**config.mk**
```make
export PLATFORM = sky130hd
export DESIGN_NAME = x_corr_flat
export DESIGN_NICKNAME = d
export VERILOG_FILES = /design/src/hw/caf_pkg.sv /design/src/hw/caf_stream_if.sv /design/src/hw/x_corr.sv /design/src/flat_wrapper.sv
export SDC_FILE = /design/constraint.sdc
export NUM_CORES = 1
export LEC_CHECK = 0
export BUFFER_PORTS_ARGS = -buffer_cell sky130_fd_sc_hd__buf_2
export CAP_MARGIN = 20
export CORE_ASPECT_RATIO = 1.4
export CORE_MARGIN = 2
export CORE_UTILIZATION = 52
export CTS_CLUSTER_SIZE = 16
export DETAILED_ROUTE_END_ITERATION = 12
export MAX_ROUTING_LAYER = met4
export PLACE_DENSITY = 0.69
export REMOVE_ABC_BUFFERS = 1
export SETUP_SLACK_MARGIN = 0.4
export SLEW_MARGIN = 20
export SYNTH_ARGS = -nofsm -noshare
export SYNTH_HDL_FRONTEND = slang
export SYNTH_SLANG_ARGS = --single-unit
```
**constraint.sdc**
```tcl
create_clock -name clk -period 21.4 [get_ports clk]
set_clock_uncertainty 0.05 [all_clocks]
set_input_delay 4.28 -clock clk [delete_from_list [all_inputs] [get_ports clk]]
set_output_delay 4.28 -clock clk [all_outputs]
set_load 0.05 [all_outputs]
```
**src/hw/caf_pkg.sv**
```systemverilog
`default_nettype none

package caf_pkg;

   typedef logic [15:0]        sample_t;  // i in [15:8], q in [7:0]
   typedef logic signed [7:0]  comp_t;
   typedef logic [2:0]         phase_t;   // eighths of a turn
   typedef logic signed [23:0] acc_t;
   typedef logic [24:0]        mag_t;     // |re| + |im|

   localparam int rot_shift = 6;  // tables carry a gain of 64

   localparam comp_t rot_cos [8] = '{8'sd64, 8'sd45, 8'sd0, -8'sd45,
                                     -8'sd64, -8'sd45, 8'sd0, 8'sd45};
   localparam comp_t rot_sin [8] = '{8'sd0, 8'sd45, 8'sd64, 8'sd45,
                                     8'sd0, -8'sd45, -8'sd64, -8'sd45};

   typedef enum logic [2:0] {
      INIT,
      IDLE,
      LOAD_REF,
      LOAD_CAP,
      CORRELATE,
      FIND_MAX,
      REPORT
   } caf_state_t;

   function automatic comp_t sample_i(sample_t s);
      return comp_t'(s[15:8]);
   endfunction

   function automatic comp_t sample_q(sample_t s);
      return comp_t'(s[7:0]);
   endfunction

   function automatic sample_t make_sample(comp_t i, comp_t q);
      return {i, q};
   endfunction

   // L1 magnitude, -2^23 maps to 2^23 through the zero-extended bit pattern
   function automatic mag_t l1_mag(acc_t re, acc_t im);
      logic [23:0] a_re;
      logic [23:0] a_im;
      a_re = re[23] ? 24'(-re) : 24'(re);
      a_im = im[23] ? 24'(-im) : 24'(im);
      return {1'b0, a_re} + {1'b0, a_im};
   endfunction

endpackage

`default_nettype wire

```
**src/hw/caf_stream_if.sv**
```systemverilog
`timescale 1ns/1ps
`default_nettype none

interface caf_stream_if #(
   parameter int LAG_W  = 4,
   parameter int ADDR_W = 4
);
   import caf_pkg::*;

   logic              valid;
   logic              first;       // n == 0 of a lag
   logic              last;        // n == REF_LEN-1
   logic [LAG_W-1:0]  lag;
   logic [ADDR_W-1:0] cap_index;   // m = n + lag
   sample_t           ref_sample;
   sample_t           cap_sample;

   modport src       (output valid, first, last, lag, cap_index, ref_sample, cap_sample);
   modport shift_in  (input  valid, first, last, lag, cap_index, ref_sample, cap_sample);
   modport shift_out (output valid, first, last, lag, cap_index, ref_sample, cap_sample);
   modport sink      (input  valid, first, last, lag, cap_index, ref_sample, cap_sample);

endinterface

`default_nettype wire

```
**src/hw/x_corr.sv**
```systemverilog
`timescale 1ns/1ps
`default_nettype none

module x_corr #(
   parameter  int REF_LEN = 8,
   parameter  int CAP_LEN = 16,
   localparam int lag_w   = $clog2(CAP_LEN - REF_LEN + 1)
) (
   input  logic             clk,
   input  logic             rst,
   caf_stream_if.sink       s,
   output logic             done,
   output caf_pkg::mag_t    peak_mag,
   output logic [lag_w-1:0] peak_lag
);
   import caf_pkg::*;

   localparam logic [lag_w-1:0] last_lag = lag_w'(CAP_LEN - REF_LEN);

   logic signed [16:0] prod_re;
   logic signed [16:0] prod_im;
   acc_t               acc_re;
   acc_t               acc_im;
   logic               fin;      // acc holds a finished lag
   logic [lag_w-1:0]   fin_lag;
   mag_t               mag;

   // cap * conj(ref)
   assign prod_re = sample_i(s.cap_sample) * sample_i(s.ref_sample)
                  + sample_q(s.cap_sample) * sample_q(s.ref_sample);
   assign prod_im = sample_q(s.cap_sample) * sample_i(s.ref_sample)
                  - sample_i(s.cap_sample) * sample_q(s.ref_sample);

   always_ff @(posedge clk) begin
      if (s.valid) begin
         if (s.first) begin
            acc_re <= acc_t'(prod_re);
            acc_im <= acc_t'(prod_im);
         end else begin
            acc_re <= acc_re + acc_t'(prod_re);
            acc_im <= acc_im + acc_t'(prod_im);
         end
      end
      fin_lag <= s.lag;
   end

   assign mag = l1_mag(acc_re, acc_im);

   always_ff @(posedge clk) begin
      if (rst) begin
         fin  <= 1'b0;
         done <= 1'b0;
      end else begin
         fin  <= s.valid && s.last;
         done <= fin && (fin_lag == last_lag);  // whole lag range scanned
      end
   end

   // strictly greater keeps the lower lag on a tie
   always_ff @(posedge clk) begin
      if (s.valid && s.first && s.lag == '0) begin
         peak_mag <= '0;
         peak_lag <= '0;
      end else if (fin && mag > peak_mag) begin
         peak_mag <= mag;
         peak_lag <= fin_lag;
      end
   end

   a_ctl_has_valid: assert property (@(posedge clk) disable iff (rst)
      (s.first || s.last) |-> s.valid);

endmodule

`default_nettype wire

```
**src/flat_wrapper.sv**
```systemverilog
// flat-port wrapper written by rule: the top's interface ports become plain ports
module x_corr_flat import caf_pkg::*;
#(
   parameter  int REF_LEN = 8,
   parameter  int CAP_LEN = 16,
   localparam int lag_w   = $clog2(CAP_LEN - REF_LEN + 1)
)
  (clk, rst, done, peak_mag, peak_lag, s_valid, s_first, s_last, s_lag, s_cap_index, s_ref_sample, s_cap_sample);
  caf_stream_if s_i ();
  input  logic clk;
  input  logic rst;
  output logic done;
  output caf_pkg::mag_t peak_mag;
  output logic [lag_w-1:0] peak_lag;
  input wire logic [$bits(s_i.valid)-1:0] s_valid;
  input wire logic [$bits(s_i.first)-1:0] s_first;
  input wire logic [$bits(s_i.last)-1:0] s_last;
  input wire logic [$bits(s_i.lag)-1:0] s_lag;
  input wire logic [$bits(s_i.cap_index)-1:0] s_cap_index;
  input wire logic [$bits(s_i.ref_sample)-1:0] s_ref_sample;
  input wire logic [$bits(s_i.cap_sample)-1:0] s_cap_sample;
  assign s_i.valid = s_valid;
  assign s_i.first = s_first;
  assign s_i.last = s_last;
  assign s_i.lag = s_lag;
  assign s_i.cap_index = s_cap_index;
  assign s_i.ref_sample = s_ref_sample;
  assign s_i.cap_sample = s_cap_sample;
  x_corr #(.REF_LEN(REF_LEN), .CAP_LEN(CAP_LEN)) u_core (.clk(clk), .rst(rst), .s(s_i), .done(done), .peak_mag(peak_mag), .peak_lag(peak_lag));
endmodule
```
==> results of run 1 <==
==> routing by layer <==
layer | global-route usage | wire length (µm) | vias up
li1 | - | - | 6648
met1 | 0.2537 | 15330 | 6801
met2 | 0.4396 | 21820 | 294
met3 | 0.01858 | 1317 | 92
met4 | 0.1125 | 2000 | 0
met5 | - | 0 | -
==> stage by stage <==
step	utilization	hold WS, ps	setup slack (ps)	area [µm²]	cells
3_5_place_dp	0.5495	412.1	8460	19210	2528
3_3_place_gp	0.5495	410.6	8609	19210	2528
6_report	0.5580	416.0	9255	19510	2544
2_1_floorplan	-	371.1	9874	18250	1998
4_1_cts	0.5575	420.3	8807	19490	2544
5_1_grt	0.5580	436.2	8478	19510	2544
==> critical path: cells and delay by family <==
| family | cells | cell delay, ps |
|---|---|---|
| XOR/XNOR | 2 | 730 |
| adder cells (fa/ha/maj) | 8 | 3760 |
| multiplexers | 1 | 230 |
| AO/OA/AOI/OAI | 9 | 1740 |
| AND/OR/NAND/NOR | 2 | 820 |
| buffers and inverters | 6 | 600 |
==> worst min-delay path by stage <==
stage | start | to | slack (ps) | cells after the start
after detailed placement | u_core.peak_mag[23]$_SDFFE_PP0P_ | u_core.peak_mag[23]$_SDFFE_PP0P_ | 410 | 2
after global routing | u_core.peak_mag[23]$_SDFFE_PP0P_ | u_core.peak_mag[23]$_SDFFE_PP0P_ | 440 | 2
after CTS | u_core.peak_mag[23]$_SDFFE_PP0P_ | u_core.peak_mag[23]$_SDFFE_PP0P_ | 420 | 2
after floorplan | u_core.fin$_SDFF_PP0_ | u_core.done$_SDFF_PP0_ | 370 | 2
after global placement | u_core.peak_mag[23]$_SDFFE_PP0P_ | u_core.peak_mag[23]$_SDFFE_PP0P_ | 410 | 2
final | u_core.peak_mag[23]$_SDFFE_PP0P_ | u_core.peak_mag[23]$_SDFFE_PP0P_ | 420 | 2
==> logic make-up after synthesis <==
| family | after synthesis |
|---|---|
| AND/OR/NAND/NOR | 542 |
| buffers and inverters | 437 |
| XOR/XNOR | 149 |
| multiplexers | 30 |
| adder cells (fa/ha/maj) | 491 |
| AO/OA/AOI/OAI | 320 |
| flip-flops | 83 |
==> synth_stat cells (18+ instances only) <==
master    instances
inv_1           383
fa_1            282
ha_1            209
nand2_1         152
and2_1          149
xnor2_1         119
nor2_1          105
o21ai_0          94
a21oi_1          73
clkbuf_1         48
edfxtp_1         48
a21o_1           36
dfxtp_1          35
xor2_1           30
nand2b_1         27
mux2i_1          23
o31ai_1          23
nor3_1           20
o21a_1           20
nand3_1          18
==> cells in the final DEF, fill, tap and decap left out, types with 4 or more instances in the layout <==
master,Yosys,final
inv_1,383,383
fa_1,282,282
ha_1,209,209
nand2_1,152,152
and2_1,149,149
xnor2_1,119,117
nor2_1,105,105
o21ai_0,94,94
a21oi_1,73,73
buf_2,2,70
edfxtp_1,48,48
a21o_1,36,36
dfxtp_1,35,35
xor2_1,30,30
nand2b_1,27,27
o31ai_1,23,23
mux2i_1,23,23
nor3_1,20,20
o21a_1,20,20
nand3_1,18,18
or3_1,15,15
nor2b_1,14,14
o21bai_1,12,12
a211oi_1,12,12
and3_1,10,10
o211ai_1,10,10
clkbuf_16,0,10
o41ai_1,8,8
mux2_2,7,7
nand4_1,6,6
nor4_1,5,5
a31oi_1,5,4
or4_1,4,4
buf_4,0,4
==> flip-flops by register name (all words and copies together), names as in the netlist <==
name and flops:
u_core.peak_mag 25, u_core.acc_im 24, u_core.acc_re 24, u_core.fin_lag 4
u_core.peak_lag 4, u_core.done 1, u_core.fin 1
==> area by class of cell <==
| cell class | count | area share |
|---|---|---|
| clock inverter | 4 | 0.001154 |
| tap | 456 | 0.02925 |
| sequential | 83 | 0.1098 |
| clock buffer | 12 | 0.01328 |
| multi-input combinational | 1532 | 0.7533 |
| timing repair buffer | 74 | 0.01950 |
| inverter | 383 | 0.07369 |
==> impl_metrics.env, run 1 <==
export IMPL_worst_pin_slew_ps=849.2
export IMPL_nets=2619
export IMPL_syn_inst=2052
export IMPL_gr_total_overflow=0
export IMPL_hold_path_class="register to register"
export IMPL_numCtsBuffers=9
export IMPL_slew_headroom=0.4300
export IMPL_clock_path_buffers=2
export IMPL_synth_area_um2=18480
export IMPL_setup_viol=0
export IMPL_drc=0
export IMPL_path_class="input port to register"
export IMPL_dp_hpwl_um=33970
export IMPL_drtAntennaViolNets=0
export IMPL_ys_ff_latch=83
export IMPL_synth_mux_area_frac=0.01673
export IMPL_ys_types=64
export IMPL_grt_usage=0.2368
export IMPL_synth_xor_area_share=0.07064
export IMPL_outcome="finished, final reports clean"
export IMPL_nFillCells=3185
export IMPL_cts_tree="yes"
export IMPL_slew_viol_final=0
export IMPL_critPathMostFrequentCell="fa_1"
export IMPL_wl_um=40470
export IMPL_num_io_pins=75
export IMPL_grt_start_max_net_pins=61
export IMPL_critPathMaxStageDelay_ps=550
export IMPL_regToRegStartpoint="u_core.acc_re[3]$_DFFE_PP_"
export IMPL_antenna_found_initial=0
export IMPL_synth_edf_count=48
export IMPL_clkTransAtPathRegs_ps=60
export IMPL_synth_area_per_cell_um2=9.004
export IMPL_netlist_top_cells_area="fa_1 (31%), ha_1 (14%), edfxtp_1 (7.8%), inv_1 (7.8%), xnor2_1 (5.6%)"
export IMPL_synthSimpleGateAreaFrac=0.1496
export IMPL_synth_top_family_by_area="adder cells"
export IMPL_vias_per_cell=5.438
export IMPL_yosysSeqAreaShare=0.1159
export IMPL_critical_path_startpoint="s_ref_sample[0]"
export IMPL_worstSetupEndpoint="u_core.acc_re[23]$_DFFE_PP_"
export IMPL_worst_ep_arrival_time_ps=12180
export IMPL_finalSetupTns_ps=0
export IMPL_fin_crit_sh=0.5675
export IMPL_synthAdderAreaFrac=0.4471
export IMPL_required_ps=21440
export IMPL_rsz0062_at_grt="false"
export IMPL_initial_core_util=0.5284
export IMPL_wl_per_cell_um=15.91
export IMPL_drt_initial_drc_count=643
export IMPL_htree_num_levels=3
export IMPL_reg2reg_to="u_core.peak_lag[1]$_SDFFE_PP0P_"
export IMPL_synth_flop_cell="edfxtp_1"
export IMPL_post_route_min_period_ps=12150
export IMPL_cts_setup_buffers=0
export IMPL_rows=81
export IMPL_dieArea_um2=37070
export IMPL_synth_top_area_share=0.3056
export IMPL_critPathSlowestCell="fa_1"
export IMPL_fmax_mhz=82.34
export IMPL_post_cts_resized=0
export IMPL_cp_end_kind="register"
export IMPL_area_growth_pct=5.594
export IMPL_dr_pass1_iters=5
export IMPL_worstSetupStartpointType="input port"
export IMPL_diodes=0
export IMPL_synth_area_leader_cell="fa_1"
export IMPL_clk_latency_ps=370
export IMPL_synth_compound_area_frac=0.1098
export IMPL_seq_area_um2=2142
export IMPL_cts_num_sinks=83
export IMPL_reg2reg_depth=24
export IMPL_async_reset_ff_frac=0
export IMPL_maxCapViolCount=0
export IMPL_portBuffers=70
export IMPL_clock_tree_root_cell="clkbuf_16"
export IMPL_regToRegSetupSlack_ps=14250
export IMPL_final_hold_violation_count=0
export IMPL_yosysWarningCount=0
export IMPL_multi_input_area_um2=14700
export IMPL_drive_gt1_frac=0.05603
export IMPL_gp_congestion=0.9064
export IMPL_core_um2=34960
export IMPL_grt_pass1_wl_um=67700
export IMPL_hold_buffers=0
export IMPL_die_height_um=227.0
export IMPL_crit_fanout=16
export IMPL_die_w_um=163.3
export IMPL_first_global_vias=14480
export IMPL_vias=13835
Power of run 1 is left out: the tool's default activity adds up to more than one toggle a clock period on the data nets, which glitch-free logic cannot reach.
==> run 2, diff against run 1 <==
ABC_AREA = 1   (was unset)
PLACE_DENSITY = 0.71   (was 0.69)
clock period = 10.4 ns   (was 21.4 ns; I/O delays follow)
==> run 2 against run 1 <==
Compared with the run above: global-route usage up 4.2 points; cell area is 13% higher; setup slack got worse by 7900 ps; sequential cell count did not move; cell count increased by 41%; worst hold slack lost 55 ps; non-clock buffer count increased by 1; via count grew 35%; synthesized area increased by 14%; critical endpoint unchanged; largest cell class unchanged.
==> impl_metrics.env, run 2 <==
export IMPL_regToRegStartpoint="u_core.acc_re[23]$_DFFE_PP_"
export IMPL_fin_crit_sh=0.8741
export IMPL_crit_buf_inv=9
export IMPL_yosysWarningCount=0
export IMPL_numCtsBuffers=9
export IMPL_synth_common_cells="nand2_1 (816), inv_1 (737), fa_1 (282)"
export IMPL_crit_fanout=16
export IMPL_post_cts_resized=0
export IMPL_gp_congestion=0.9773
export IMPL_first_global_vias=19174
export IMPL_drive_gt1_frac=0.03704
export IMPL_syn_inst=3041
export IMPL_ys_ff_latch=83
export IMPL_yosysSeqAreaShare=0.1019
export IMPL_worst_pin_slew_ps=747.9
export IMPL_grt_start_max_net_pins=49
export IMPL_synth_edf_count=48
export IMPL_maxCapViolCount=0
export IMPL_drtAntennaViolNets=0
export IMPL_netlist_top_cells_area="fa_1 (27%), nand2_1 (15%), inv_1 (13%), ha_1 (12%), edfxtp_1 (6.9%)"
export IMPL_top_regs="u_core.peak_mag (25), u_core.acc_im (24), u_core.acc_re (24)"
export IMPL_cts_setup_buffers=0
export IMPL_cts_num_sinks=83
export IMPL_dieArea_um2=42060
export IMPL_setup_viol=0
export IMPL_synth_area_leader_cell="fa_1"
export IMPL_diodes=0
export IMPL_slew_headroom=0.4996
export IMPL_vias_per_cell=5.198
export IMPL_drc=0
export IMPL_worstHoldPathCells=1
export IMPL_synth_flop_cell="edfxtp_1"
export IMPL_clkTransAtPathRegs_ps=80
export IMPL_portBuffers=70
export IMPL_hp_start="u_core.fin_lag[2]$_DFF_P_"
export IMPL_critPathMaxStageDelay_ps=720
export IMPL_largest_register="u_core.peak_mag"
export IMPL_wl_per_cell_um=15.45
export IMPL_initial_core_util=0.5246
export IMPL_clock_path_buffers=2
export IMPL_hold_buffers=0
export IMPL_nFillCells=3973
export IMPL_grt_pass1_wl_um=91390
export IMPL_wl_um=55370
export IMPL_cpLargestDelayFamily="adder cells"
export IMPL_num_io_pins=75
export IMPL_yosys_cell_count_top_type="nand2_1"
export IMPL_vias=18635
export IMPL_reg2reg_depth=20
export IMPL_largest_reg_flops=25
export IMPL_path_class="input port to register"
export IMPL_die_w_um=173.9
export IMPL_die_height_um=241.9
export IMPL_nets=3582
export IMPL_synth_top_area_share=0.2687
export IMPL_dp_hpwl_um=46980
export IMPL_final_cell_mix="nand2_1 (816), inv_1 (737), fa_1 (282)"
export IMPL_clk_latency_ps=390
export IMPL_post_route_min_period_ps=9090
export IMPL_core_um2=40060
export IMPL_dr_pass1_iters=7
export IMPL_critPathSlowestCell="fa_1"
export IMPL_worstSetupStartpointType="input port"
export IMPL_regToRegSetupSlack_ps=4690
export IMPL_antenna_found_initial=0
export IMPL_cp_end_kind="register"
export IMPL_async_reset_ff_frac=0
export IMPL_area_growth_pct=4.865
export IMPL_clock_tree_root_cell="clkbuf_16"
export IMPL_rows=87
export IMPL_fmax_mhz=110.0
export IMPL_hold_path_class="register to register"
export IMPL_gr_total_overflow=0
export IMPL_final_hold_violation_count=0
export IMPL_htree_num_levels=3
export IMPL_synth_area_per_cell_um2=6.910
export IMPL_cts_tree="yes"
export IMPL_final_common_cell="nand2_1"
export IMPL_worst_ep_arrival_time_ps=9200
export IMPL_required_ps=10510
export IMPL_outcome="finished, final reports clean"
export IMPL_hold_end="u_core.done$_SDFF_PP0_"
export IMPL_grt_usage=0.2792
export IMPL_rsz0062_at_grt="false"
export IMPL_synth_area_um2=21010
export IMPL_reg2reg_to="u_core.peak_mag[12]$_SDFFE_PP0P_"
export IMPL_ys_types=39
export IMPL_finalSetupTns_ps=0
export IMPL_drt_initial_drc_count=1051
export IMPL_slew_viol_final=0
export IMPL_critPathMostFrequentCell="inv_1"
==> run 2: cell types whose count changed after synthesis, sizes merged, moves of 19 or more <==
| cell | delta |
|---|---|
| xor2 | +24 |
| inv | +355 |
| nand4 | +40 |
| mux2i | -23 |
| o31ai | -19 |
| xnor2 | -95 |
| nand2b | -28 |
| a21oi | +65 |
| nand3 | +128 |
| a21o | -24 |
| nor2 | +120 |
| and2 | -143 |
| clkbuf | +25 |
| nand2 | +668 |
==> run 2: layout make-up <==
class | count | area, µm² | area share
clock buffers | 9 | 225.2 | 0.01022
clock inverters | 7 | 70.07 | 0.003180
inverters | 740 | 2778 | 0.1261
multi-input cells | 2137 | 15760 | 0.7154
flip-flops and latches | 83 | 2142 | 0.09721
well taps | 534 | 668.1 | 0.03032
repair buffers | 75 | 387.9 | 0.01760
==> run 2: worst max-delay path by stage <==
stage,from,end,slack (ps),depth (start not counted)
CTS,s_cap_sample[15],u_core.acc_re[23]$_DFFE_PP_,1350,34
global placement,s_ref_sample[0],u_core.acc_re[23]$_DFFE_PP_,1050,32
floorplan,s_ref_sample[15],u_core.acc_re[23]$_DFFE_PP_,2020,31
detailed placement,s_cap_sample[15],u_core.acc_re[23]$_DFFE_PP_,940,34
global route,s_ref_sample[0],u_core.acc_re[23]$_DFFE_PP_,850,32
finish,s_cap_sample[15],u_core.acc_re[23]$_DFFE_PP_,1310,34
==> run 2: per-stage QoR <==
stage / std cells / setup WS [ps] / hold slack [ps] / instance area (µm²) / util
after floorplan: 2960 / 2021 / 339.0 / 20680 / -
after global placement: 3569 / 1052 / 360.3 / 21730 / 0.5426
after detailed placement: 3569 / 939.4 / 351.4 / 21730 / 0.5426
after CTS: 3585 / 1354 / 362.5 / 22030 / 0.5499
after global routing: 3585 / 852.0 / 387.7 / 22030 / 0.5501
final: 3585 / 1310 / 361.1 / 22030 / 0.5501
==> run 2: cells by family (layout without fill, tap and decap cells) <==
family / count (synthesis) / in the layout / synth area share
DFF: 83 / 83 / 0.1019
AOI/OAI and AO/OA: 263 / 263 / 0.06788
and+or+nand+nor: 1305 / 1305 / 0.2565
buffers and inverters: 821 / 831 / 0.1481
adders and majority gates: 491 / 491 / 0.3931
xor gates and xnor gates: 78 / 78 / 0.03251
==> run 2: per-layer routing <==
layer  vias up  part of all wire  GRT usage
met1      8845              0.37     0.2864
met4         0             0.050     0.1372
li1       9211                 -          -
met3       144             0.032    0.02547
met5         -                 0          -
met2       435              0.55     0.5273
==> run 2: worst register-to-register path, cell delays in order, from the launching register on <==
cell and delay, ps:
edfxtp_1 780, clkinv_1 480, o21a_1 330, o21ai_0 110, xor2_1 410, ha_1 390
nand4_1 250, nor2_1 200, nand4_1 200, nand3_1 150, nand2_1 50, nand2_1 80
ha_1 240, nand2_1 140, o21ai_0 110, a21oi_1 300, nand3_2 340, nand2_2 680
nand2_1 140, nand2_1 110, nor2_1 60
Power of run 2 is left out for the same reason.
==> run 3, diff against run 2 <==
CORE_ASPECT_RATIO = unset   (was 1.4)
==> run 3 against run 2 <==
Compared with the run above: sequential share of layout area hardly changed; count of clock-buffer cells in the layout increased by 2; via count is 0.42% lower; non-clock buffer count fell by 1.
==> impl_metrics.env, run 3 (same netlist as run 2, synthesis figures left out) <==
export IMPL_outcome="finished, final reports clean"
export IMPL_post_cts_resized=0
export IMPL_antenna_found_initial=0
export IMPL_critPathSlowestCell="fa_1"
export IMPL_diodes=0
export IMPL_slew_headroom=0.4640
export IMPL_cts_setup_buffers=0
export IMPL_clk_latency_ps=380
export IMPL_wl_um=55260
export IMPL_die_w_um=205.0
export IMPL_final_common_cell="nand2_1"
export IMPL_slew_viol_final=0
export IMPL_largest_reg_flops=25
export IMPL_wl_per_cell_um=15.46
export IMPL_dr_pass1_iters=6
export IMPL_reg2reg_to="u_core.peak_mag[14]$_SDFFE_PP0P_"
export IMPL_cts_tree="yes"
export IMPL_finalSetupTns_ps=0
export IMPL_portBuffers=70
export IMPL_fin_crit_sh=0.8787
export IMPL_drc=0
export IMPL_nets=3581
export IMPL_post_route_min_period_ps=9139
export IMPL_worst_pin_slew_ps=796.7
export IMPL_vias=18557
export IMPL_clock_tree_root_cell="clkbuf_16"
export IMPL_drive_gt1_frac=0.03672
export IMPL_first_global_vias=19035
export IMPL_maxCapViolCount=0
export IMPL_critPathMostFrequentCell="nand2_1"
export IMPL_nFillCells=3899
export IMPL_grt_pass1_wl_um=92870
export IMPL_final_cell_mix="nand2_1 (816), inv_1 (737), fa_1 (282)"
export IMPL_cts_num_sinks=83
export IMPL_top_regs="u_core.peak_mag (25), u_core.acc_im (24), u_core.acc_re (24)"
export IMPL_drt_initial_drc_count=1107
export IMPL_final_hold_violation_count=0
export IMPL_core_um2=39820
export IMPL_setup_viol=0
export IMPL_regToRegSetupSlack_ps=4910
export IMPL_grt_usage=0.2865
export IMPL_regToRegStartpoint="u_core.acc_im[1]$_DFFE_PP_"
export IMPL_clock_path_buffers=2
export IMPL_initial_core_util=0.5276
export IMPL_hold_buffers=0
export IMPL_crit_fanout=16
export IMPL_worst_ep_arrival_time_ps=9220
export IMPL_grt_start_max_net_pins=50
export IMPL_critPathMaxStageDelay_ps=560
export IMPL_clkTransAtPathRegs_ps=70
export IMPL_area_growth_pct=4.859
export IMPL_num_io_pins=75
export IMPL_cp_end_kind="register"
export IMPL_hp_start="u_core.fin_lag[2]$_DFF_P_"
export IMPL_dp_hpwl_um=46340
export IMPL_path_class="input port to register"
export IMPL_critical_path_startpoint="s_ref_sample[0]"
export IMPL_drtAntennaViolNets=0
export IMPL_die_height_um=205.0
export IMPL_reg2reg_depth=27
export IMPL_worstSetupStartpointType="input port"
export IMPL_hold_path_class="register to register"
export IMPL_required_ps=10480
export IMPL_gp_congestion=0.9430
export IMPL_worstHoldPathCells=1
export IMPL_vias_per_cell=5.191
export IMPL_gr_total_overflow=0
export IMPL_dieArea_um2=42030
export IMPL_numCtsBuffers=9
export IMPL_hold_end="u_core.done$_SDFF_PP0_"
export IMPL_rsz0062_at_grt="false"
export IMPL_largest_register="u_core.peak_mag"
export IMPL_fmax_mhz=109.4
export IMPL_rows=73
export IMPL_htree_num_levels=3
==> run 3: worst max-delay path: cells and delay by family <==
family,cells,cell delay (ps)
buffers and inverters,6,1090
AND/OR/NAND/NOR,15,1860
adder cells (fa/ha/maj),8,3960
AO/OA/AOI/OAI,2,240
==> run 3: layout make-up <==
class,count,area (µm²),area share
tap,525,656.9,0.02981
inverter,740,2778,0.1261
multi-input combinational,2137,15760,0.7154
timing repair buffer,74,380.4,0.01726
sequential,83,2142,0.09722
clock buffer,11,275.3,0.01249
clock inverter,5,37.54,0.001704
==> run 3: metal layers <==
metal | GRT usage | part of all wire
met5 | - | 0
met2 | 0.4940 | 0.49
met4 | 0.1005 | 0.035
met1 | 0.3471 | 0.43
met3 | 0.03373 | 0.051
==> run 3: worst max-delay path by stage <==
stage,end,slack (ps),cells after the start
global placement,u_core.acc_re[23]$_DFFE_PP_,930,34
floorplan,u_core.acc_re[23]$_DFFE_PP_,2020,31
CTS,u_core.acc_re[23]$_DFFE_PP_,1310,34
finish,u_core.acc_re[23]$_DFFE_PP_,1260,31
global route,u_core.acc_re[23]$_DFFE_PP_,680,34
detailed placement,u_core.acc_re[23]$_DFFE_PP_,900,31
==> run 3: stage by stage <==
| step | util | instances | cell area, µm² | hold WS [ps] | setup WS [ps] |
|---|---|---|---|---|---|
| floorplan | - | 2960 | 20680 | 339.0 | 2021 |
| global placement | 0.5453 | 3559 | 21720 | 350.4 | 928.5 |
| detailed placement | 0.5453 | 3559 | 21720 | 355.6 | 904.0 |
| CTS | 0.5532 | 3575 | 22030 | 366.1 | 1306 |
| global route | 0.5533 | 3575 | 22030 | 394.4 | 675.3 |
| finish | 0.5533 | 3575 | 22030 | 360.9 | 1261 |
Power of run 3 is left out for the same reason.
